### config.mk
export PLATFORM = sky130hd
export DESIGN_NAME = machine_timer
export DESIGN_NICKNAME = d
export VERILOG_FILES = /design/src/bus_pkg.sv /design/src/machine_timer.sv
export VERILOG_INCLUDE_DIRS = /design/src
export SDC_FILE = /design/constraint.sdc
export NUM_CORES = 1
export LEC_CHECK = 0
export BUFFER_PORTS_ARGS = -buffer_cell sky130_fd_sc_hd__buf_2
export CORE_UTILIZATION = 40
export CTS_CLUSTER_SIZE = 8
export DETAILED_ROUTE_END_ITERATION = 8
export PLACE_DENSITY = 0.71
export SYNTH_ARGS = -nofsm -noshare
export SYNTH_HDL_FRONTEND = slang
export SYNTH_SLANG_ARGS = --single-unit
### constraint.sdc
create_clock -name CLOCK_50 -period 2.2 [get_ports CLOCK_50]
set_input_delay 0.11 -clock CLOCK_50 [delete_from_list [all_inputs] [get_ports CLOCK_50]]
set_output_delay 0.11 -clock CLOCK_50 [all_outputs]
set_load 0.005 [all_outputs]
### src/soc_defs.svh
`ifndef SOC_DEFS_SVH
`define SOC_DEFS_SVH

// on-chip RAM, 32-bit words
`define RAM_BASE                (64'h0000_0000_8000_0000)
`define RAM_WORDS               (1024)

// machine timer
`define MTIME_ADDR              (64'h0000_0000_0200_BFF8)
`define MTIMECMP_ADDR           (64'h0000_0000_0200_4000)
`define MTIMECMP_RESET          (64'h0000_0000_8000_0000)  // above mtime after reset

// PLIC, two contexts (hart0 M and hart0 S)
`define PLIC_BASE               (64'h0000_0000_0C00_0000)  // priority array, 4 bytes per id
`define PLIC_PENDING            (`PLIC_BASE + 64'h1000)
`define PLIC_ENABLE             (`PLIC_BASE + 64'h2000)      // context 0
`define PLIC_CTX_ENABLE_STRIDE  (64'h80)
`define PLIC_THRESHOLD          (`PLIC_BASE + 64'h20_0000)   // context 0
`define PLIC_CLAIM              (`PLIC_BASE + 64'h20_0004)   // context 0
`define PLIC_CTX_STRIDE         (64'h1000)

// ids 1..PLIC_SOURCES, id 0 means none
`define PLIC_SOURCES            (7)
`define PLIC_PRIO_BITS          (3)

`endif

### src/bus_pkg.sv
package bus_pkg;

    // load/store width, stores only use lb..ld (sb, sh, sw, sd)
    typedef enum logic [2:0] {
        lb  = 3'b000,
        lh  = 3'b001,
        lw  = 3'b010,
        ld  = 3'b011,
        lbu = 3'b100,
        lhu = 3'b101,
        lwu = 3'b110
    } ls_type_e;

    // cpu side request, held stable until done rises
    typedef struct packed {
        logic [63:0] addr;
        logic [63:0] wdata;
        ls_type_e    ls_type;
        logic        write;
    } bus_req_t;

    // target answer, ack is a single cycle pulse
    typedef struct packed {
        logic [63:0] rdata;
        logic        ack;
    } bus_rsp_t;

endpackage

### src/machine_timer.sv
`timescale 1ns/1ps
`include "soc_defs.svh"

module machine_timer (
    input  logic              CLOCK_50,
    input  logic              KEY0,
    input  logic              stb,
    input  bus_pkg::bus_req_t req,
    output bus_pkg::bus_rsp_t rsp,
    output logic              mtip
);
    logic [63:0] mtime;      // free running, read only
    logic [63:0] mtimecmp;
    logic [63:0] rdata_q;
    logic        ack_q;

    always_ff @(posedge CLOCK_50 or negedge KEY0) begin
        if (!KEY0) begin
            mtime    <= '0;
            mtimecmp <= `MTIMECMP_RESET;
            ack_q    <= 1'b0;
        end else begin
            mtime <= mtime + 64'd1;
            ack_q <= stb;              // writes to mtime are acked and dropped
            if (stb && req.write && req.addr == `MTIMECMP_ADDR) mtimecmp <= req.wdata;
        end
    end

    always_ff @(posedge CLOCK_50) begin
        if (stb) rdata_q <= (req.addr == `MTIME_ADDR) ? mtime : mtimecmp;
    end

    assign mtip = (mtime >= mtimecmp);
    assign rsp  = '{rdata: rdata_q, ack: ack_q};

endmodule

==> impl_metrics.json <==
{
  "ctsLongestPathBuffers": 2,
  "worstReg2RegStart": "mtime[19]",
  "n_fill_cell": 2051,
  "grt_overflow_total": 0,
  "fp.dieH_um": 160,
  "grt_use_met3": 0.0367,
  "grt_pass1_wl_mm": 39.3,
  "drive_above_1_share": 0.386,
  "grt_pass1_vias": 7722,
  "max_stage_delay_ns": 0.39,
  "dpl.hpwl_mm": 17.3,
  "drv_slew": 0,
  "max_slew_margin": 0.652,
  "drt_first_pass_iters": 4,
  "cp_cell_sequence": "ha_1 -> a21oi_1 -> o21ai_1 -> a221o_1 -> o31a_1 -> nor4_4 -> o21ai_1 -> buf_2",
  "peakVddDrop_uv": 406,
  "finalInstanceArea_sq_um": 13300,
  "synth-async-reset-ratio": 0.668,
  "synth_flop_cell": "dfrtp_1",
  "path_max_fanout": 2,
  "critPathLaunchType": "register",
  "r2r_cells": 8,
  "rsz0062_at_grt": "yes",
  "port_buffers": 197,
  "hold_viol": 0,
  "yosys.area.top_type": "dfrtp_1",
  "synth_warnings": 0,
  "synth_area_sq_um": 10000,
  "synth_nets": 991,
  "worst_pin_slew_ns": 0.523,
  "grt_usage": 0.197,
  "cts_tree": "built",
  "die_w_um": 160,
  "viasPerCell": 5.01,
  "io_pins": 201,
  "yosys_register_bits": 193,
  "syn_area_per_cell_sq_um": 12.7,
  "dieArea_sq_um": 25700,
  "cts-htree-levels": 4,
  "clk_pin_slew_ns": 0.07,
  "antenna_found_initial": 1,
  "dpl_cell_area_sq_um": 11900,
  "crit_family": "compound AO/OA/AOI/OAI gates",
  "met1_usage": 0.243,
  "start_util": 0.410,
  "finalWirelength_mm": 24.5,
  "period_share": 1.19,
  "numCtsBuffers": 17,
  "clk_latency_ns": 0.44,
  "cts-root-buf": "clkbuf_16",
  "crit_top_cell": "o21ai_1",
  "p_per_area_nw_per_um2": 551,
  "grt_start_max_net_pins": 66,
  "coreArea_sq_um": 24500,
  "cp_slowest_cell": "dfrtp_1",
  "rows": 57,
  "period_minus_slack_ns": 2.63,
  "drt_iter0_markers": 323,
  "synth_edf_count": 64,
  "hp-class": "in -> async",
  "yosys.area.top_type_share": 0.319,
  "crit_buf_inv": 1,
  "wire_per_inst_um": 16.6,
  "worst-setup-path-type": "reg -> out",
  "cap_violations": 0,
  "finalPower_mw": 7.35,
  "ant_nets": 0,
  "vias": 7389,
  "failed_checks": "setup timing",
  "worst_slack_ns": -0.427,
  "drc": 0,
  "area_growth_pct": 32.8,
  "yosysUniqueCellTypes": 49,
  "r2r_slack_ns": 0.12,
  "max_freq_mhz": 381,
  "critPathArrivalTime_ns": 2.52,
  "grt_util_met2": 0.339,
  "power_leakage_nw": 6.59,
  "cp.required_ns": 2.09,
  "place_congestion": 0.799,
  "finalSetupViolations": 1,
  "yosysSeqAreaShare": 0.513,
  "nNetsFinal": 1337,
  "busiest_layer": "met2",
  "clock_skew_ns": 0.0128,
  "cp-end-kind": "output port",
  "synthTopCellsByArea": "dfrtp_1 (32%), edfxtp_1 (19%), mux2_4 (9.0%)",
  "cts_sinks": 193,
  "status": "finished with violations",
  "r2r-end": "mtime[31]",
  "synth_cells": 791
}
## stage by stage
step | std cells | hold WS (ns) | utilization | setup slack, ns | setup TNS (ns)
floorplan | 791 | -0.186 | - | 0.192 | 0
global placement | 1371 | 0.0775 | 0.488 | -0.183 | -0.183
detailed placement | 1371 | 0.0868 | 0.488 | -0.231 | -0.231
CTS | 1468 | 0.191 | 0.541 | -0.369 | -0.369
global route | 1474 | 0.219 | 0.545 | -0.496 | -0.496
finish | 1474 | 0.182 | 0.545 | -0.427 | -0.427
## sequential cells by signal (all words and copies together), names as in the netlist
register	cells
ack_q	1
mtime	64
mtimecmp	64
rdata_q	64
## Yosys cell counts (3+ instances only)
library cell	instances
a21o_1	12
a21oi_1	25
and2_1	5
and3_1	11
and4_1	4
buf_2	5
buf_6	6
clkbuf_1	3
dfrtp_1	128
edfxtp_1	64
ha_1	65
inv_1	74
mux2_1	9
mux2_2	50
mux2_4	60
nand2_1	44
nand3_1	25
nand3_2	3
nand4_1	37
nor2_1	19
nor3_1	12
nor4_1	19
nor4_4	5
o21ai_0	16
xnor2_1	37
xor2_1	25
## how the worst max path moves through the flow
stage | startpoint | to | slack, ns | cells after the start
4_1_cts | mtime[11] | mtip | -0.37 | 8
3_3_place_gp | mtime[5] | mtip | -0.18 | 9
2_1_floorplan | mtime[5] | mtip | 0.19 | 7
5_1_grt | mtimecmp[13] | mtip | -0.50 | 9
3_5_place_dp | mtime[7] | mtip | -0.23 | 9
6_report | mtime[7] | mtip | -0.43 | 8
## final cells by class
| class | count | area [sq um] | area share |
|---|---|---|---|
| clock buffer | 23 | 458 | 0.0343 |
| multi-input combinational | 509 | 4620 | 0.346 |
| clock inverter | 8 | 129 | 0.00967 |
| tap | 324 | 405 | 0.0304 |
| timing repair buffer | 342 | 2290 | 0.172 |
| antenna | 1 | 2.50 | 0.000188 |
| inverter | 74 | 278 | 0.0208 |
| sequential | 193 | 5150 | 0.386 |
## per-layer routing
layer  up-vias  wire length [um]
met3        45               937
met2       216             11900
met4         0               786
li1       3543                 -
met5         -                 0
met1      3585             10900
## where the power goes
| group | leakage, nW | switching, mW | internal (mW) |
|---|---|---|---|
| logic | 3.92 | 0.178 | 0.213 |
| clock network | 0.282 | 1.35 | 1.82 |
| registers | 2.39 | 0.0209 | 3.77 |
| total | 6.59 | 1.55 | 5.81 |
## kinds of logic (layout without fill, tap and decap cells)
group | after synthesis | count (layout) | synth area share
adder cells (fa/ha/maj) | 65 | 65 | 0.0810
XOR/XNOR | 62 | 62 | 0.0541
multiplexers | 119 | 119 | 0.156
AO/OA/AOI/OAI | 62 | 62 | 0.0365
AND/OR/NAND/NOR | 201 | 201 | 0.120
buffers and inverters | 89 | 447 | 0.0388
flip-flops | 193 | 193 | 0.513
other | 0 | 1 | 0
## repair_timing
action                                  CTS  global route
pin swaps                                15             9
endpoints found under the setup margin    1            18
gates resized for setup                  12            11
hold endpoints to repair                109             0
hold buffers                             65             0
setup buffers                             3             5
## cells in the final DEF (no fill, tap or decap), types with 8 or more instances in the layout
cell type	count
buf_2	196
dfrtp_1	128
buf_4	76
inv_1	73
dlygate4sd3_1	65
edfxtp_1	64
ha_1	63
mux2_4	60
mux2_2	50
nand2_1	44
nand4_1	37
xnor2_1	37
nand3_1	25
xor2_1	25
a21oi_1	25
nor2_1	17
clkbuf_16	17
nor4_1	16
o21ai_0	13
a21o_1	12
and3_1	11
nor3_1	11
mux2_1	9
nor4_4	8
(Power assumes the default switching activity.)
