**src/soc_defs.svh**
```systemverilog
`ifndef SOC_DEFS_SVH
`define SOC_DEFS_SVH

// on-chip RAM, 32-bit words
`define RAM_BASE                (64'h0000_0000_8000_0000)
`define RAM_WORDS               (1024)

// machine timer
`define MTIME_ADDR              (64'h0000_0000_0200_BFF8)
`define MTIMECMP_ADDR           (64'h0000_0000_0200_4000)
`define MTIMECMP_RESET          (64'h0000_0000_8000_0000)  // above mtime after reset

// PLIC, two contexts (hart0 M and hart0 S)
`define PLIC_BASE               (64'h0000_0000_0C00_0000)  // priority array, 4 bytes per id
`define PLIC_PENDING            (`PLIC_BASE + 64'h1000)
`define PLIC_ENABLE             (`PLIC_BASE + 64'h2000)      // context 0
`define PLIC_CTX_ENABLE_STRIDE  (64'h80)
`define PLIC_THRESHOLD          (`PLIC_BASE + 64'h20_0000)   // context 0
`define PLIC_CLAIM              (`PLIC_BASE + 64'h20_0004)   // context 0
`define PLIC_CTX_STRIDE         (64'h1000)

// ids 1..PLIC_SOURCES, id 0 means none
`define PLIC_SOURCES            (7)
`define PLIC_PRIO_BITS          (3)

`endif

```
**src/bus_pkg.sv**
```systemverilog
package bus_pkg;

    // load/store width, stores only use lb..ld (sb, sh, sw, sd)
    typedef enum logic [2:0] {
        lb  = 3'b000,
        lh  = 3'b001,
        lw  = 3'b010,
        ld  = 3'b011,
        lbu = 3'b100,
        lhu = 3'b101,
        lwu = 3'b110
    } ls_type_e;

    // cpu side request, held stable until done rises
    typedef struct packed {
        logic [63:0] addr;
        logic [63:0] wdata;
        ls_type_e    ls_type;
        logic        write;
    } bus_req_t;

    // target answer, ack is a single cycle pulse
    typedef struct packed {
        logic [63:0] rdata;
        logic        ack;
    } bus_rsp_t;

endpackage

```
**src/plic_unit.sv**
```systemverilog
`timescale 1ns/1ps
`include "soc_defs.svh"

module plic_unit (
    input  logic                     CLOCK_50,
    input  logic                     KEY0,
    input  logic                     stb,
    input  bus_pkg::bus_req_t        req,
    input  logic [`PLIC_SOURCES-1:0] irq_src,
    output bus_pkg::bus_rsp_t        rsp,
    output logic                     meip,
    output logic                     seip
);
    localparam int NS = `PLIC_SOURCES;
    localparam int PW = `PLIC_PRIO_BITS;
    localparam int IW = $clog2(NS + 1);

    logic [PW-1:0] prio [1:NS];
    logic [NS:1]   pending;
    logic [NS:1]   enable [2];
    logic [PW-1:0] threshold [2];
    logic [IW-1:0] claim_id [2];
    logic [NS-1:0] src_q;
    logic [NS:1]   rise;
    logic [NS:1]   claim_clr;
    logic [IW-1:0] prio_id;
    logic          prio_hit;
    logic [63:0]   rd_val;
    logic [63:0]   rdata_q;
    logic          ack_q;

    assign rise     = irq_src & ~src_q;          // source i is id i+1
    assign prio_id  = req.addr[IW+1:2];
    assign prio_hit = req.addr >= `PLIC_BASE && req.addr < `PLIC_BASE + 4 * (NS + 1)
                      && prio_id != '0;

    // lowest eligible id wins, scan from the top down
    always_comb begin
        for (int c = 0; c < 2; c++) begin
            claim_id[c] = '0;
            for (int id = NS; id >= 1; id--)
                if (pending[id] && enable[c][id] && prio[id] > threshold[c])
                    claim_id[c] = IW'(id);
        end
    end

    assign meip = (claim_id[0] != '0);
    assign seip = (claim_id[1] != '0);

    always_comb begin
        rd_val    = '0;
        claim_clr = '0;
        if (prio_hit) rd_val = 64'(prio[prio_id]);
        if (req.addr == `PLIC_PENDING) rd_val = 64'({pending, 1'b0});
        for (int c = 0; c < 2; c++) begin
            if (req.addr == `PLIC_ENABLE + c * `PLIC_CTX_ENABLE_STRIDE)
                rd_val = 64'({enable[c], 1'b0});
            if (req.addr == `PLIC_THRESHOLD + c * `PLIC_CTX_STRIDE)
                rd_val = 64'(threshold[c]);
            if (req.addr == `PLIC_CLAIM + c * `PLIC_CTX_STRIDE) begin
                rd_val = 64'(claim_id[c]);
                if (stb && !req.write && claim_id[c] != '0)
                    claim_clr[claim_id[c]] = 1'b1;  // claim read completes the claim
            end
        end
    end

    always_ff @(posedge CLOCK_50 or negedge KEY0) begin
        if (!KEY0) begin
            for (int id = 1; id <= NS; id++) prio[id] <= '0;
            pending   <= '0;
            enable    <= '{default: '0};
            threshold <= '{default: '0};
            src_q     <= '0;
            ack_q     <= 1'b0;
        end else begin
            src_q   <= irq_src;
            ack_q   <= stb;
            pending <= (pending & ~claim_clr) | rise;  // a fresh edge beats the clear
            if (stb && req.write) begin
                if (prio_hit) prio[prio_id] <= req.wdata[PW-1:0];
                for (int c = 0; c < 2; c++) begin
                    if (req.addr == `PLIC_ENABLE + c * `PLIC_CTX_ENABLE_STRIDE)
                        enable[c] <= req.wdata[NS:1];
                    if (req.addr == `PLIC_THRESHOLD + c * `PLIC_CTX_STRIDE)
                        threshold[c] <= req.wdata[PW-1:0];
                end
            end
        end
    end

    always_ff @(posedge CLOCK_50) begin
        if (stb) rdata_q <= rd_val;
    end

    assign rsp = '{rdata: rdata_q, ack: ack_q};

endmodule

```
**config.mk**
```make
export PLATFORM = sky130hd
export DESIGN_NAME = plic_unit
export DESIGN_NICKNAME = d
export VERILOG_FILES = /design/src/bus_pkg.sv /design/src/plic_unit.sv
export VERILOG_INCLUDE_DIRS = /design/src
export SDC_FILE = /design/constraint.sdc
export NUM_CORES = 1
export LEC_CHECK = 0
export ABC_AREA = 0
export BUFFER_PORTS_ARGS = -buffer_cell sky130_fd_sc_hd__buf_2
export CAP_MARGIN = 10
export CORE_AREA = 2 2 151 79
export CTS_BUF_LIST = sky130_fd_sc_hd__clkbuf_8
export DETAILED_ROUTE_END_ITERATION = 10
export DIE_AREA = 0 0 153 81
export HOLD_SLACK_MARGIN = 0.05
export PLACE_DENSITY = 0.85
export SETUP_SLACK_MARGIN = 0.3
export SLEW_MARGIN = 20
export SYNTH_ARGS = -nofsm -noshare
export SYNTH_HDL_FRONTEND = slang
export SYNTH_SLANG_ARGS = --single-unit
```
**constraint.sdc**
```tcl
create_clock -name CLOCK_50 -period 3.28 [get_ports CLOCK_50]
set_clock_uncertainty 0.05 [all_clocks]
set_input_delay 0.328 -clock CLOCK_50 [delete_from_list [all_inputs] [get_ports CLOCK_50]]
set_output_delay 0.328 -clock CLOCK_50 [all_outputs]
set_load 0.005 [all_outputs]
```
==> results.cfg, run 1 <==
[power_and_ir_drop]
leakagePower_uw = 0.00276
ir_worst_vdd_uv = 145
cellPowerDensity_nw_per_um2 = 290

[global_routing]
grt_util_met3_pct = 8.91
busiest_layer = met1
grt_pass1_wl_mm = 22.8
grt_usage_pct = 24.1
grt_max_degree = 28
grt.met1_usage_pct = 35.0
antenna_found_initial = 0
grt_overflow_total = 0
grt_pass1_vias = 4314
grt_util_met2_pct = 34.0

[floorplanning]
ios = 209
rows = 28
die_area_um2 = 12400
coreArea_um2 = 11300
die_w_um = 153
die_h_um = 81
start_util_pct = 43.3

[final_layout]
n_fill_cell = 1008
synthToLayoutAreaGrowth_pct = 24.2
multiInputGateArea_um2 = 3110
drive_gt1_share_pct = 35.1
regArea_um2 = 1640
final_util_pct = 53.7
diodes = 0
mostFrequentLayoutCell = buf_2
final_cell_mix = 92 x buf_2, 56 x conb_1, 54 x dfrtp_1
final_nets = 817

[clock_network]
clock_latency_ns = 0.36
cts_max_level = 3
cts.sinks = 64
max-clock-path-buffers = 2
tritoncts = done
cts_buffers = 9
clkTransAtPathRegs_ns = 0.08
cts-root-buf = clkbuf_8

[logic_synthesis]
synth_xor_area_share_pct = 0
syn_area_per_cell_um2 = 9.75
ys_types = 59
synth_top_family_by_area = simple AND/OR/NAND/NOR gates
synthAdderAreaFrac_pct = 10.7
synth_top_area_share_pct = 28.6
synth_compound_area_share_pct = 11.9
synth.top_cells.by_area = dfrtp_1 29%, ha_1 11%, buf_4 8.7%, mux2_2 6.0%, edfxtp_1 4.9%
netlist_area_um2 = 4890
yosys.area_share.simple_pct = 20.7
yosys_most_used_dff = dfrtp_1
synthMuxAreaShare_pct = 11.3
seq_area_frac_synth_pct = 33.5
ys_warn_count = 0
synth_edf_count = 8
synthCells = 502
synth_top_area_cell = dfrtp_1
ys_ff_latch = 64
ys_async_sr_fraction_pct = 87.5

[sta]
setup_viol = 0
hold_violations = 0
fin_setup_tns_ns = 0
rsz0062_at_grt = yes
slew_headroom_pct = 54.5
period_needed_ns = 2.98
timing.final.crit_share_pct = 90.8
max_freq_ghz = 0.336
tightest_slew_ns = 0.680
drv_slew = 0

[drt]
vias = 4523
dr.pass1.iters = 8
routed_wl_mm = 15.3
drtIter0Drc = 452
ant_nets = 0
wl_per_cell_um = 19.4
drc = 0
viasPerCell = 5.74

[worst_setup_path]
cpLargestDelayFamily = simple AND/OR/NAND/NOR gates
ff2ff_path_depth = 10
critPathRequiredTime_ns = 2.90
path_max_fanout = 5
path_cells = clkinvlp_4 > buf_12 > ha_4 > nor2_4 > a31oi_1 > nand4_1 > nand2_2 > or3_4 > or2_4 > buf_6
worst-setup-path-type = flop to output pin
crit-reg2reg-launch = threshold[1]
cpPeakStageDelay_ns = 0.40
critPathLaunch = threshold[5]
arrival_ns = 2.60
cp_slowest_cell = or3_4
cp-end-kind = output pin
start_kind = flop
cp_num_buf_inv = 3
cp.depth = 10

[run]
max_cap_violations = 0

[run_status]
status = finished, final reports clean

[worst_hold_path]
hold_path_startpoint = irq_src[5]
hold_class = primary input to flop
hold_depth = 1

[placed_design]
gp_congestion = 0.988
dpl.hpwl_mm = 11.5
portBuffers = 93
state kept, by name, indices dropped and copies added, names as in the netlist:
name	count
ack_q	1
enable	14
pending	7
prio	21
rdata_q	8
src_q	7
threshold	6
per-stage QoR:
step	cell area, um^2	hold WS, ns	cells	total power (uW)	setup slack [ns]
after floorplan	5100	-0.0176	557	924	0.764
final	6080	0.0604	788	1760	0.303
after CTS	5880	0.0613	780	1760	0.301
after global placement	5420	0.313	751	969	0.280
after global routing	6080	0.0523	788	1820	0.182
after detailed placement	5420	0.321	751	972	0.209
cell usage after synthesis (5+ instances only):
library cell  count
buf_4            57
dfrtp_1          56
ha_1             42
inv_1            30
nand2_1          27
mux2_2           26
nor2_1           19
o21ai_0          18
mux2_1           17
nor4_1           17
nand3_1          16
nor2b_1          16
nor3_1           16
nand4_1          10
a31oi_1           9
clkbuf_1          8
edfxtp_1          8
or3_1             8
o22ai_1           7
a222oi_1          6
nor4b_1           6
or4_1             6
a22oi_1           5
and2_1            5
what timing repair did:
action / in CTS / in global routing
hold buffers: 6 / 0
resized for setup: 28 / 28
pin swaps: 5 / 12
gates cloned: 0 / 0
hold endpoints to repair: 30 / 0
setup buffers: 7 / 8
endpoints found under the setup margin: 4 / 2
worst register-to-register path, delay by kind of cell (launching register included):
kind | cells | cell delay [ns]
compound gates | 4 | 1.07
fa+ha+maj | 1 | 0.24
buf+inv | 2 | 0.25
flops | 1 | 0.40
simple gates | 3 | 0.75
routing by layer:
layer	share of wire (%)	wire [um]	vias up
li1	-	-	2048
met1	45	6890	2171
met2	41	6280	282
met3	13	2010	22
met4	0.67	103	0
met5	0	0	-
logic make-up (layout without fill, tap and decap cells):
| family | Yosys count | count (layout) |
|---|---|---|
| simple gates | 171 | 171 |
| buf+inv | 96 | 177 |
| compound gates | 82 | 82 |
| flops | 64 | 64 |
| mux | 46 | 46 |
| fa+ha+maj | 42 | 42 |
| other cells | 1 | 56 |
final timing paths:
check	to	slack (ns)
min in group asynchronous	pending[1]	0.46
setup / recovery	meip	0.30
hold reg to reg	pending[6]	0.40
hold / removal	src_q[5]	0.06
setup reg to reg	pending[4]	0.42
max in group asynchronous	prio[4]	1.92
final cells by class:
cell class / instances / share of cell area, %
flip-flops and latches: 64 / 27.0
multi-input cells: 397 / 51.2
clock inverters: 6 / 1.46
inverters: 30 / 1.96
clock buffers: 10 / 2.26
repair buffers: 131 / 13.0
well taps: 150 / 3.09
where the power goes:
part / total [uW] / internal, uW / switching, uW
Sequential: 814 / 811 / 2.90
Clock: 799 / 452 / 347
Combinational: 150 / 57.9 / 91.9
Total: 1760 / 1320 / 442
Note: power is estimated with default switching activity, not from simulation.
==> run 2: changes to the inputs <==
Settings changed: CORE_AREA 2 2 151 79 to 2 2 201 104, DIE_AREA 0 0 153 81 to 0 0 203 106, PLACE_DENSITY 0.85 to 0.57.
==> run 2 against run 1 <==
Critical path depth unchanged. Register-to-register slack improved by 0.10 ns. Power decreased by 5.8%. Sequential power about the same. Critical path type unchanged. Largest power group unchanged. Highest routed layer unchanged.
==> results.cfg, run 2 (synthesized netlist as in run 1, its figures left out) <==
[clock_network]
cts.sinks = 64
cts_buffers = 9
max-clock-path-buffers = 2
cts_max_level = 3
tritoncts = done
cts-root-buf = clkbuf_8
clock_latency_ns = 0.37
clkTransAtPathRegs_ns = 0.08

[final_layout]
mostFrequentLayoutCell = buf_2
diodes = 0
final_cell_mix = 92 x buf_2, 56 x conb_1, 54 x dfrtp_1
final_nets = 822
reg.largest.list = prio x21, enable x14, rdata_q x8
drive_gt1_share_pct = 32.8
largest_register = prio
largest_reg_flops = 21
synthToLayoutAreaGrowth_pct = 25.2
final_util_pct = 30.7

[power_and_ir_drop]
cellPowerDensity_nw_per_um2 = 271
ir_worst_vdd_uv = 145
leakagePower_uw = 0.00276
power.total_uw = 1660

[worst_setup_path]
cp-end-kind = output pin
cp_slowest_cell = dfrtp_1
worst-setup-path-type = flop to output pin
path_max_fanout = 4
cpPeakStageDelay_ns = 0.40
cp_num_buf_inv = 3
cp.depth = 10
path_cells = inv_4 > buf_4 > ha_1 > nor2b_1 > o21a_1 > o21ai_2 > nand2_1 > or3_4 > or2_4 > buf_6
start_kind = flop
arrival_ns = 2.65
ff2ff_path_depth = 10
critPathRequiredTime_ns = 2.90
cpLargestDelayFamily = simple AND/OR/NAND/NOR gates

[drt]
routed_wl_mm = 15.7
ant_nets = 0
drc = 0
drtIter0Drc = 481
viasPerCell = 4.79
wl_per_cell_um = 17.1
vias = 4386
dr.pass1.iters = 5

[sta]
rsz0062_at_grt = yes
tightest_slew_ns = 0.818
max_freq_ghz = 0.330
fin_setup_tns_ns = 0
period_needed_ns = 3.03
setup_viol = 0
timing.final.crit_share_pct = 92.4
drv_slew = 0
hold_violations = 0
setup_ws_ns = 0.249
slew_headroom_pct = 45.4

[placed_design]
dpl.hpwl_mm = 12.6
gp_congestion = 0.898
portBuffers = 93
dp_slack_ns = 0.251

[worst_hold_path]
hold_class = primary input to flop
hold_depth = 2

[floorplanning]
die_w_um = 203
die_h_um = 106
start_util_pct = 24.5
die_area_um2 = 21500
ios = 209
coreArea_um2 = 20000
rows = 37

[run]
max_cap_violations = 0

[global_routing]
antenna_found_initial = 0
grt_usage_pct = 14.9
grt_max_degree = 31
grt_overflow_total = 0
grt_pass1_vias = 4086
grt_pass1_wl_mm = 24.0

[run_status]
status = finished, final reports clean
==> run 2: cell type report <==
type                       instances  area [um^2]
fill                            2101        13800
inverter                          30          119
sequential                        64         1640
multi-input combinational        397         3010
clock buffer                       9          124
tap                              273          342
timing repair buffer             136          822
clock inverter                     7         70.1
==> run 2: per-layer routing <==
metal	up-vias	track usage [%]	share of wire (%)
met4	0	2.14	0.46
li1	2067	-	-
met5	-	0	0
met1	2134	23.3	51
met2	176	18.3	37
met3	9	6.53	11
==> run 2: what timing repair did <==
| item | 4_1_cts | 5_1_grt |
|---|---|---|
| setup endpoints to repair | 4 | 2 |
| cloned | 0 | 0 |
| resized for setup | 29 | 8 |
| setup buffers | 12 | 4 |
| hold buffers | 8 | 0 |
| hold endpoints to repair | 33 | 0 |
| pin swaps | 6 | 6 |
==> run 2: where the power goes <==
part           internal (uW)  total (uW)  switching [uW]  leakage (uW)
Combinational           58.6         151            92.3       0.00186
Sequential               812         814            2.93      0.000801
Clock                    351         696             345     0.0000960
Total                   1220        1660             441       0.00276
==> run 2: final timing paths <==
check	start	to	slack (ns)
min in group asynchronous	KEY0	enable[6]	0.48
hold reg to reg	src_q[5]	pending[6]	0.38
max in group asynchronous	KEY0	threshold[1]	1.81
setup / recovery	threshold[4]	meip	0.25
setup reg to reg	threshold[1]	pending[4]	0.52
hold / removal	req[11]	enable[6]	0.14
==> run 2: stage by stage <==
step	hold WS [ns]	std cells	area, um^2
6_report	0.137	916	6130
5_1_grt	0.123	916	6130
4_1_cts	0.124	912	6050
3_5_place_dp	0.352	876	5590
3_3_place_gp	0.346	876	5590
2_1_floorplan	-0.0176	557	5100
