--- src/soc_defs.svh ---
`ifndef SOC_DEFS_SVH
`define SOC_DEFS_SVH

// on-chip RAM, 32-bit words
`define RAM_BASE                (64'h0000_0000_8000_0000)
`define RAM_WORDS               (1024)

// machine timer
`define MTIME_ADDR              (64'h0000_0000_0200_BFF8)
`define MTIMECMP_ADDR           (64'h0000_0000_0200_4000)
`define MTIMECMP_RESET          (64'h0000_0000_8000_0000)  // above mtime after reset

// PLIC, two contexts (hart0 M and hart0 S)
`define PLIC_BASE               (64'h0000_0000_0C00_0000)  // priority array, 4 bytes per id
`define PLIC_PENDING            (`PLIC_BASE + 64'h1000)
`define PLIC_ENABLE             (`PLIC_BASE + 64'h2000)      // context 0
`define PLIC_CTX_ENABLE_STRIDE  (64'h80)
`define PLIC_THRESHOLD          (`PLIC_BASE + 64'h20_0000)   // context 0
`define PLIC_CLAIM              (`PLIC_BASE + 64'h20_0004)   // context 0
`define PLIC_CTX_STRIDE         (64'h1000)

// ids 1..PLIC_SOURCES, id 0 means none
`define PLIC_SOURCES            (7)
`define PLIC_PRIO_BITS          (3)

`endif

--- src/bus_pkg.sv ---
package bus_pkg;

    // load/store width, stores only use lb..ld (sb, sh, sw, sd)
    typedef enum logic [2:0] {
        lb  = 3'b000,
        lh  = 3'b001,
        lw  = 3'b010,
        ld  = 3'b011,
        lbu = 3'b100,
        lhu = 3'b101,
        lwu = 3'b110
    } ls_type_e;

    // cpu side request, held stable until done rises
    typedef struct packed {
        logic [63:0] addr;
        logic [63:0] wdata;
        ls_type_e    ls_type;
        logic        write;
    } bus_req_t;

    // target answer, ack is a single cycle pulse
    typedef struct packed {
        logic [63:0] rdata;
        logic        ack;
    } bus_rsp_t;

endpackage

--- src/periph_pkg.sv ---
package periph_pkg;

    // which block serves the current access
    typedef enum logic [1:0] {
        tgt_none,    // unmapped, acked by the fabric
        tgt_ram,
        tgt_timer,
        tgt_plic
    } target_e;

    // interrupt lines towards the hart
    typedef struct packed {
        logic meip;  // machine external
        logic seip;  // supervisor external
        logic mtip;  // machine timer
    } irq_lines_t;

endpackage

--- src/bus_fabric.sv ---
`timescale 1ns/1ps
`include "soc_defs.svh"

module bus_fabric (
    input  logic              CLOCK_50,
    input  logic              KEY0,
    input  logic              read_enable,
    input  logic              write_enable,
    input  bus_pkg::bus_req_t cmd,
    input  bus_pkg::bus_rsp_t ram_rsp,
    input  bus_pkg::bus_rsp_t timer_rsp,
    input  bus_pkg::bus_rsp_t plic_rsp,
    output logic              read_done,
    output logic              write_done,
    output logic [63:0]       rdata,
    output bus_pkg::bus_req_t tgt_req,
    output logic              ram_stb,
    output logic              timer_stb,
    output logic              plic_stb
);
    import bus_pkg::*;
    import periph_pkg::*;

    target_e  tgt_dec;   // decode of the incoming address
    target_e  tgt_q;     // target of the access in flight
    logic     accept;
    logic     none_stb;
    logic     none_ack;
    bus_rsp_t sel_rsp;

    // requests while busy are dropped
    assign accept = (read_enable || write_enable) && read_done && write_done;

    always_comb begin
        if (cmd.addr >= `RAM_BASE && cmd.addr < `RAM_BASE + 4 * `RAM_WORDS)
            tgt_dec = tgt_ram;
        else if (cmd.addr == `MTIME_ADDR || cmd.addr == `MTIMECMP_ADDR)
            tgt_dec = tgt_timer;
        else if (cmd.addr >= `PLIC_BASE && cmd.addr < `PLIC_THRESHOLD + 2 * `PLIC_CTX_STRIDE)
            tgt_dec = tgt_plic;
        else
            tgt_dec = tgt_none;
    end

    always_comb begin
        case (tgt_q)
            tgt_ram:   sel_rsp = ram_rsp;
            tgt_timer: sel_rsp = timer_rsp;
            tgt_plic:  sel_rsp = plic_rsp;
            default:   sel_rsp = '{rdata: 64'd0, ack: none_ack};  // unmapped reads as zero
        endcase
    end

    always_ff @(posedge CLOCK_50 or negedge KEY0) begin
        if (!KEY0) begin
            read_done  <= 1'b1;
            write_done <= 1'b1;
            tgt_q      <= tgt_none;
            ram_stb    <= 1'b0;
            timer_stb  <= 1'b0;
            plic_stb   <= 1'b0;
            none_stb   <= 1'b0;
            none_ack   <= 1'b0;
        end else begin
            ram_stb   <= accept && tgt_dec == tgt_ram;
            timer_stb <= accept && tgt_dec == tgt_timer;
            plic_stb  <= accept && tgt_dec == tgt_plic;
            none_stb  <= accept && tgt_dec == tgt_none;
            none_ack  <= none_stb;                     // self ack one cycle later
            if (accept) begin
                tgt_q <= tgt_dec;
                if (read_enable) read_done <= 1'b0;
                else write_done <= 1'b0;
            end else if (sel_rsp.ack) begin
                if (tgt_req.write) write_done <= 1'b1;
                else read_done <= 1'b1;
            end
        end
    end

    // request payload and returned data
    always_ff @(posedge CLOCK_50) begin
        if (accept) begin
            tgt_req       <= cmd;
            tgt_req.write <= write_enable;  // direction comes from the enable pulse
        end
        if (sel_rsp.ack && !tgt_req.write) rdata <= sel_rsp.rdata;
    end

    a_no_req_busy: assert property (@(posedge CLOCK_50) disable iff (!KEY0)
        (read_enable || write_enable) |-> (read_done && write_done))
        else $error("bus request while an access is in flight");

    a_one_dir: assert property (@(posedge CLOCK_50) disable iff (!KEY0)
        !(read_enable && write_enable))
        else $error("read_enable and write_enable both high");

endmodule

--- config.mk ---
export PLATFORM = sky130hd
export DESIGN_NAME = bus_fabric
export DESIGN_NICKNAME = d
export VERILOG_FILES = /design/src/bus_pkg.sv /design/src/periph_pkg.sv /design/src/bus_fabric.sv
export VERILOG_INCLUDE_DIRS = /design/src
export SDC_FILE = /design/constraint.sdc
export NUM_CORES = 1
export LEC_CHECK = 0
export ABC_AREA = 1
export BUFFER_PORTS_ARGS = -buffer_cell sky130_fd_sc_hd__buf_4
export CAP_MARGIN = 5
export CORE_AREA = 2 2 209 211
export CTS_CLUSTER_SIZE = 30
export DETAILED_ROUTE_END_ITERATION = 6
export DIE_AREA = 0 0 211 213
export PLACE_DENSITY = 0.52
export SKIP_CTS_REPAIR_TIMING = 1
export SLEW_MARGIN = 20
export SYNTH_ARGS = -nofsm -noshare
export SYNTH_HDL_FRONTEND = slang
export SYNTH_SLANG_ARGS = --single-unit
--- constraint.sdc ---
create_clock -name CLOCK_50 -period 9.6 [get_ports CLOCK_50]
set_input_delay 0.96 -clock CLOCK_50 [delete_from_list [all_inputs] [get_ports CLOCK_50]]
set_output_delay 0.96 -clock CLOCK_50 [all_outputs]
set_load 0.02 [all_outputs]
==> results.cfg, run 1 <==
[outcome]
outcome = completed

[timing]
tns_ns = 0
fin_crit_ns = 2.76
fmax_ghz = 0.363
worst_slack_ns = 6.84
setup_viol_count_final = 0
tightest_slew_ns = 0.964
skew_ns = 0.00948
slew_viol_final = 0
finalHoldViolations = 0
period_share_pct = 28.7
rsz0062_at_grt = no
worst_hold_slack_ns = 0.252
max-slew-margin-rel_pct = 35.7

[logic_synthesis]
synth_area_um2 = 7870
avgSynthCellArea_um2 = 12.6
synth-xor-area-share_pct = 0
synth_cell_type_count = 21
synth-simple-area-share_pct = 19.4
synth_nets = 957
synth_compound_area_share_pct = 0.429
yosysWarningCount = 0
muxShareOfSynthArea_pct = 0
ys_seq_elements = 205
synth_top_family_by_area = simple AND/OR/NAND/NOR gates
synth_fa_ha_area_share_pct = 0
synth_cells = 626
ys_seq_area_share_pct = 77.7

[setup_path]
rr_worst_depth = 7
cpLargestDelayFamily = buffers and inverters
cpPeakStageDelay_ns = 0.67
critPathCaptureType = flop
crit_fanout = 65
worst_setup_path_start_kind = flop
r2r_end = rdata[32]
path_cells = nor2_4 -> buf_4 -> nand2_1 -> o21ai_1 -> o21ai_2 -> nor2_4 -> buf_4
worstPathRequired_ns = 9.75
rrSetupSlack_ns = 6.84
r2r_start = tgt_q[1]
crit_buf_inv = 2
cp.arrival_ns = 2.91
crit_path_top_delay_cell = buf_4
critPathKind = reg2reg

[floorplanning]
core_um2 = 42700
die_x_um = 211
die_area_um2 = 44900
ioPinCount = 532
start_util_pct = 18.4
die_height_um = 213
rows = 76

[clock_tree]
cts_tree = done
clockBufferDepth = 3
clock_sinks = 205
cts_buffers = 25
path_clk_slew_ns = 0.06
cts.root.buffer_cell = clkbuf_16
htreeDepth = 1
clk-insertion-delay-late_ns = 0.53

[cells_and_area]
drive_gt1_share_pct = 49.2
final_cells = 1736
antenna_cells = 0
layout_commonest_cell = buf_4
layout.cells.most_common_list = 537 x buf_4, 240 x nand2_1, 196 x edfxtp_1, 67 x nand3_1, 58 x nor2_1
area.sequential_um2 = 6110
num-fill-cells = 4385
nets = 1502
multi_input_area_um2 = 1570
area_delta_synth_final_pct = 68.7

[detailed_routing]
final_antenna_net_count = 0
drt_iter0_markers = 347
wire_per_inst_um = 17.2
drc = 0
viasPerCell = 3.94
drt_first_pass_iters = 4
vias = 6833
wl_mm = 29.9

[global_routing]
overflow = 0
track_usage_pct = 12.2
grt_pass1_vias = 6501
grt_pass1_wl_mm = 40.7
antenna_found_initial = 0
grt_max_degree = 75

[placement]
place_congestion = 0.812
io_buffers = 530
dp_slack_ns = 6.67
hpwl_mm = 23.2
dp.cells = 1690

[power]
vdd_drop_max_uv = 155
power_density_nw_per_um2 = 250
leakagePower_uw = 0.00573

[run]
maxCapViolCount = 0

[min_path]
min_path_type = in2async
## layout make-up
| type | instances | area share (%) |
|---|---|---|
| sequential | 205 | 46.1 |
| timing repair buffer | 537 | 30.4 |
| multi-input combinational | 380 | 11.8 |
| clock buffer | 36 | 5.17 |
| tap | 546 | 5.15 |
| clock inverter | 10 | 0.782 |
| inverter | 22 | 0.622 |
## how the worst max path moves through the flow
stage          cells after the start          from  slack (ns)         to
2_1_floorplan                      6  write_enable        4.67  timer_stb
3_3_place_gp                       7      tgt_q[1]        6.72  rdata[45]
3_5_place_dp                       7      tgt_q[1]        6.67   rdata[4]
4_1_cts                            7      tgt_q[1]        6.67  rdata[31]
5_1_grt                            7      tgt_q[1]        6.56  rdata[31]
6_report                           7      tgt_q[1]        6.84  rdata[32]
## cells in the mapped netlist
master	n	area share (%)
a21oi_1	1	0.064
a21oi_2	1	0.11
buf_2	12	0.76
buf_4	7	0.67
dfrtp_1	7	2.2
dfstp_2	2	0.67
edfxtp_1	196	75
inv_1	18	0.86
inv_2	4	0.19
nand2_1	240	11
nand3_1	67	4.3
nand4_1	1	0.080
nor2_1	59	2.8
nor2_2	3	0.24
nor2_4	1	0.14
nor3_1	2	0.13
nor3_4	1	0.21
o21ai_1	1	0.064
o21ai_2	1	0.11
o22ai_1	1	0.080
or2_2	1	0.080
## cell families (layout without fill, tap and decap cells)
group / after synthesis / after routing
AOI/OAI and AO/OA: 5 / 5
DFF: 205 / 205
and+or+nand+nor: 375 / 375
buffers and inverters: 41 / 605
## registers in the layout, indices dropped and copies added, names as in the netlist
register and count:
plic_stb 1, rdata 64, tgt_q 2, none_stb 1, none_ack 1, timer_stb 1
write_done 1, ram_stb 1, read_done 1, tgt_req 132
## layer usage
layer  track usage, %  vias to the layer above  wire length [µm]
li1                 -                     3231                 -
met1             14.9                     3278             11900
met2             21.1                      286             15100
met3             3.13                       38              2190
met4             3.52                        0               682
met5                0                        -                 0
## metrics by stage
step / util [%] / power [µW] / instance area, µm²
floorplan: - / 1890 / 7870
finish: 31.1 / 3320 / 13300
global route: 31.1 / 3480 / 13300
global placement: 29.2 / 2430 / 12500
detailed placement: 29.2 / 2440 / 12500
CTS: 31.1 / 3390 / 13300
## where the power goes
part           total [µW]  switching, µW  internal, µW  leakage, µW
logic                1040            648           388      0.00340
registers            1360           65.7          1290      0.00195
clock network         925            374           550     0.000387
Power figures use the tool's default switching activity.
==> run 2: changes to the inputs <==
--- a/config.mk
+++ b/config.mk
@@ -13,7 +13,7 @@
 export CTS_CLUSTER_SIZE = 30
 export DETAILED_ROUTE_END_ITERATION = 6
 export DIE_AREA = 0 0 211 213
-export PLACE_DENSITY = 0.52
+export PLACE_DENSITY = 0.53
 export SKIP_CTS_REPAIR_TIMING = 1
 export SLEW_MARGIN = 20
 export SYNTH_ARGS = -nofsm -noshare
==> constraint.sdc (replaced) <==
create_clock -name CLOCK_50 -period 2.3 [get_ports CLOCK_50]
set_input_delay 0.23 -clock CLOCK_50 [delete_from_list [all_inputs] [get_ports CLOCK_50]]
set_output_delay 0.23 -clock CLOCK_50 [all_outputs]
set_load 0.02 [all_outputs]
==> run 2 against run 1 <==
Utilization increased by 4.7 points. Clock power increased to 4.0 times the previous value. Maximum frequency increased by 28%. Largest cell class unchanged. Total power increased to 4.3 times the previous value. Via count increased by 12%. Critical path type unchanged. Clock skew increased by 0.0091 ns. Critical path depth decreased by 2. First-iteration DRC count increased by 13%.
==> results.cfg, run 2 (synthesized netlist as in run 1, its figures left out) <==
[placement]
io_buffers = 530
place_area_um2 = 12700
hpwl_mm = 24.7
place_congestion = 0.838
dp_slack_ns = 0.316

[timing]
rsz0062_at_grt = no
setup_viol_count_final = 0
fin_crit_ns = 2.15
worst_hold_slack_ns = 0.00546
tightest_slew_ns = 0.767
period_share_pct = 93.5
slew_viol_final = 0
max-slew-margin-rel_pct = 48.9
skew_ns = 0.0186
worst_slack_ns = 0.150
finalHoldViolations = 0
fmax_ghz = 0.465

[clock_tree]
path_clk_slew_ns = 0.06
cts_buffers = 24
htreeDepth = 1
cts.root.buffer_cell = clkbuf_16
clock_sinks = 205
clockBufferDepth = 3
cts_tree = done
clk-insertion-delay-late_ns = 0.53

[setup_path]
crit_fanout = 64
critPathCaptureType = flop
critPathKind = reg2reg
worst_setup_path_start_kind = flop
worstPathRequired_ns = 2.69
cp.arrival_ns = 2.54

[floorplanning]
die_area_um2 = 44900
ioPinCount = 532
core_um2 = 42700
die_x_um = 211
die_height_um = 213
rows = 76
start_util_pct = 18.4

[min_path]
min_path_type = in2reg

[power]
vdd_drop_max_uv = 651
p_total_uw = 14200
power_density_nw_per_um2 = 932
leakagePower_uw = 0.00662

[cells_and_area]
layout.cells.most_common_list = 552 x buf_4, 240 x nand2_1, 196 x edfxtp_1, 182 x dlygate4sd3_1, 67 x nand3_1
largest_reg_flops = 132
reg_top3 = tgt_req x132, rdata x64, tgt_q x2
stdcell_area_um2 = 15300
area_delta_synth_final_pct = 94.0
drive_gt1_share_pct = 43.6
regMostFlops = tgt_req
utilization_pct = 35.7
nets = 1703
layout_commonest_cell = buf_4

[detailed_routing]
vias = 7657
wl_mm = 32.6
viasPerCell = 3.96
drc = 0
wire_per_inst_um = 16.9
final_antenna_net_count = 0
drt_first_pass_iters = 5
drt_iter0_markers = 391

[run]
maxCapViolCount = 0

[global_routing]
grt_pass1_wl_mm = 41.8
overflow = 0
grt_pass1_vias = 6609
grt_max_degree = 65
track_usage_pct = 12.6
antenna_found_initial = 1

[outcome]
outcome = completed
==> run 2: cell types whose count changed in the layout (fill, tap and decap cells not counted), sizes merged <==
cell	before	now
clkinv	6	10
dlygate4sd3	0	182
inv	24	22
diode	0	1
buf	537	557
clkbuf	36	29
==> run 2: area by class of cell <==
| class | count | area [µm²] |
|---|---|---|
| clock buffer | 29 | 641 |
| sequential | 205 | 6110 |
| tap | 546 | 683 |
| clock inverter | 12 | 103 |
| antenna | 1 | 2.50 |
| timing repair buffer | 739 | 6070 |
| fill | 4197 | 27400 |
| inverter | 22 | 82.6 |
| multi-input combinational | 380 | 1570 |
==> run 2: final timing paths <==
path | from | end | slack (ns) | cells after the start
setup / recovery | tgt_q[1] | rdata[23] | 0.15 | 5
hold / removal | ram_rsp[1] | rdata[0] | 0.005 | 3
setup reg to reg | tgt_q[1] | rdata[23] | 0.15 | 5
hold reg to reg | none_stb | none_ack | 0.35 | 0
max in group asynchronous | KEY0 | read_done | 2.00 | 2
min in group asynchronous | KEY0 | none_stb | 0.08 | 2
==> run 2: metal layers <==
metal  up-vias  GRT usage [%]  wire length [µm]
met2       322           21.8             16900
met3        43           3.49              2330
met1      3659           15.4             12700
met4         0           3.33               704
met5         -              0                 0
li1       3633              -                 -
==> run 2: metrics by stage <==
step | TNS (ns) | cells
final | 0 | 1934
after global routing | 0 | 1934
after CTS | 0 | 1751
after detailed placement | 0 | 1710
after global placement | 0 | 1710
after floorplan | -283.86 | 626
==> run 2: worst max-delay path, cell delays in order (launching register included) <==
cell and delay (ns):
dfrtp_1 0.45, nor2_4 0.14, buf_4 0.56, nand2_1 0.12, nand3_1 0.11, dlygate4sd3_1 0.54
==> run 2: report_power, final <==
group / leakage [µW] / switching [µW] / total, µW / internal (µW)
Clock: 0.000366 / 1480 / 3660 / 2180
Combinational: 0.00430 / 2840 / 4910 / 2070
Sequential: 0.00195 / 279 / 5660 / 5380
Total: 0.00662 / 4600 / 14200 / 9630
==> run 3: changes to the inputs <==
--- a/config.mk
+++ b/config.mk
@@ -13,7 +13,7 @@
 export CTS_CLUSTER_SIZE = 30
 export DETAILED_ROUTE_END_ITERATION = 6
 export DIE_AREA = 0 0 211 213
-export PLACE_DENSITY = 0.53
+export PLACE_DENSITY_LB_ADDON = 0.3
 export SKIP_CTS_REPAIR_TIMING = 1
 export SLEW_MARGIN = 20
 export SYNTH_ARGS = -nofsm -noshare
==> run 3 against run 2 <==
The flow now finishes with violations (hold timing). Non-clock buffer count rose by 68. Largest cell class is now non-clock buffers. Via count rose by 3.0%. Hold slack worse by 0.0082 ns. Global-route usage is 0.064 points higher. Total power increased by 0.41%. Sequential share of layout area is 1.8 points lower. Clock power shrank 1%. Cell count is 3.6% higher. Register-to-register slack got worse by 0.04 ns. Design area rose by 4.6%.
==> results.cfg, run 3 (synthesized netlist as in run 1, its figures left out) <==
[outcome]
outcome = complete, but fails checks
violations = hold timing

[clock_tree]
cts.root.buffer_cell = clkbuf_16
clockBufferDepth = 3
htreeDepth = 1
clock_sinks = 205
clk-insertion-delay-late_ns = 0.54
path_clk_slew_ns = 0.06
cts_buffers = 24
cts_tree = done

[global_routing]
grt_max_degree = 65
antenna_found_initial = 0
track_usage_pct = 12.7
grt_pass1_vias = 6529
overflow = 0
grt_pass1_wl_mm = 42.0

[cells_and_area]
reg_top3 = tgt_req x132, rdata x64, tgt_q x2
area_delta_synth_final_pct = 103
antenna_cells = 0
largest_reg_flops = 132
layout.cells.most_common_list = 543 x buf_4, 258 x dlygate4sd3_1, 240 x nand2_1, 196 x edfxtp_1, 67 x nand3_1
layout_commonest_cell = buf_4
drive_gt1_share_pct = 41.1
regMostFlops = tgt_req
nets = 1771

[detailed_routing]
wire_per_inst_um = 17.0
drt_first_pass_iters = 4
viasPerCell = 3.94
wl_mm = 34.1
vias = 7889
drt_iter0_markers = 490
drc = 0
final_antenna_net_count = 0

[timing]
skew_ns = 0.0117
worst_slack_ns = 0.115
fin_crit_ns = 2.19
tightest_slew_ns = 0.785
worst_hold_slack_ns = -0.00270
max-slew-margin-rel_pct = 47.7
setup_viol_count_final = 0
finalHoldViolations = 2
rsz0062_at_grt = no
fmax_ghz = 0.458
period_share_pct = 95.0
slew_viol_final = 0

[setup_path]
worstSetupStartpoint = tgt_q[1]
r2r_start = tgt_q[1]
path_cells = nor2_4 -> buf_4 -> nand2_1 -> nand3_1 -> dlygate4sd3_1
critPathKind = reg2reg
critPathCaptureType = flop
rrSetupSlack_ns = 0.11
worst_setup_path_start_kind = flop
worstPathRequired_ns = 2.70
crit_path_top_delay_cell = dlygate4sd3_1
cpPeakStageDelay_ns = 0.57
crit_fanout = 64
cp.arrival_ns = 2.59

[floorplanning]
die_x_um = 211
start_util_pct = 18.4
ioPinCount = 532
die_height_um = 213
rows = 76
core_um2 = 42700
die_area_um2 = 44900

[placement]
dp_slack_ns = 0.361
io_buffers = 530
hpwl_mm = 24.4
place_congestion = 0.797

[power]
p_total_uw = 14300
vdd_drop_max_uv = 463
leakagePower_uw = 0.00689
power_density_nw_per_um2 = 894

[run]
maxCapViolCount = 0

[min_path]
min_path_type = in2reg
hold_start = timer_rsp[21]
[run 3: path summary, 6_finish.rpt]
check | endpoint | cells after the start
worst max-delay path | rdata[30] | 5
worst min-delay path | rdata[20] | 3
worst max register to register | rdata[30] | 5
worst min register to register | none_ack | 0
max in group asynchronous | write_done | 2
min in group asynchronous | timer_stb | 2
[run 3: final cells by class]
cell class / instances / area [µm²]
inverters: 22 / 82.6
clock buffers: 28 / 616
repair buffers: 807 / 6780
fillers: 4136 / 26700
well taps: 546 / 683
clock inverters: 15 / 124
multi-input cells: 380 / 1570
flip-flops and latches: 205 / 6110
[run 3: through the flow]
stage | std cells | utilization, % | setup TNS (ns) | instance area [µm²]
final | 2003 | 37.4 | 0 | 16000
after global routing | 2003 | 37.4 | 0 | 16000
after CTS | 1745 | 31.4 | 0 | 13400
after detailed placement | 1702 | 29.6 | 0 | 12600
after global placement | 1702 | 29.6 | 0 | 12600
after floorplan | 626 | - | -283.86 | 7870
[run 3: critical path, delay by kind of cell, from the launching register on]
family / cells / cell delay (ns)
buffers and inverters: 2 / 1.11
flip-flops: 1 / 0.45
AND/OR/NAND/NOR: 3 / 0.40
[run 3: per-layer routing]
layer	track usage (%)	wire [µm]	vias to the layer above
met5	0	0	-
met4	4.59	783	0
met3	3.77	2350	54
met2	21.3	17500	324
met1	15.4	13400	3743
li1	-	-	3768
[run 3: where the power goes]
| part | total (µW) | internal (µW) | switching [µW] |
|---|---|---|---|
| clock | 3620 | 2040 | 1580 |
| combinational | 5010 | 2130 | 2870 |
| sequential | 5660 | 5380 | 281 |
| total | 14300 | 9550 | 4740 |
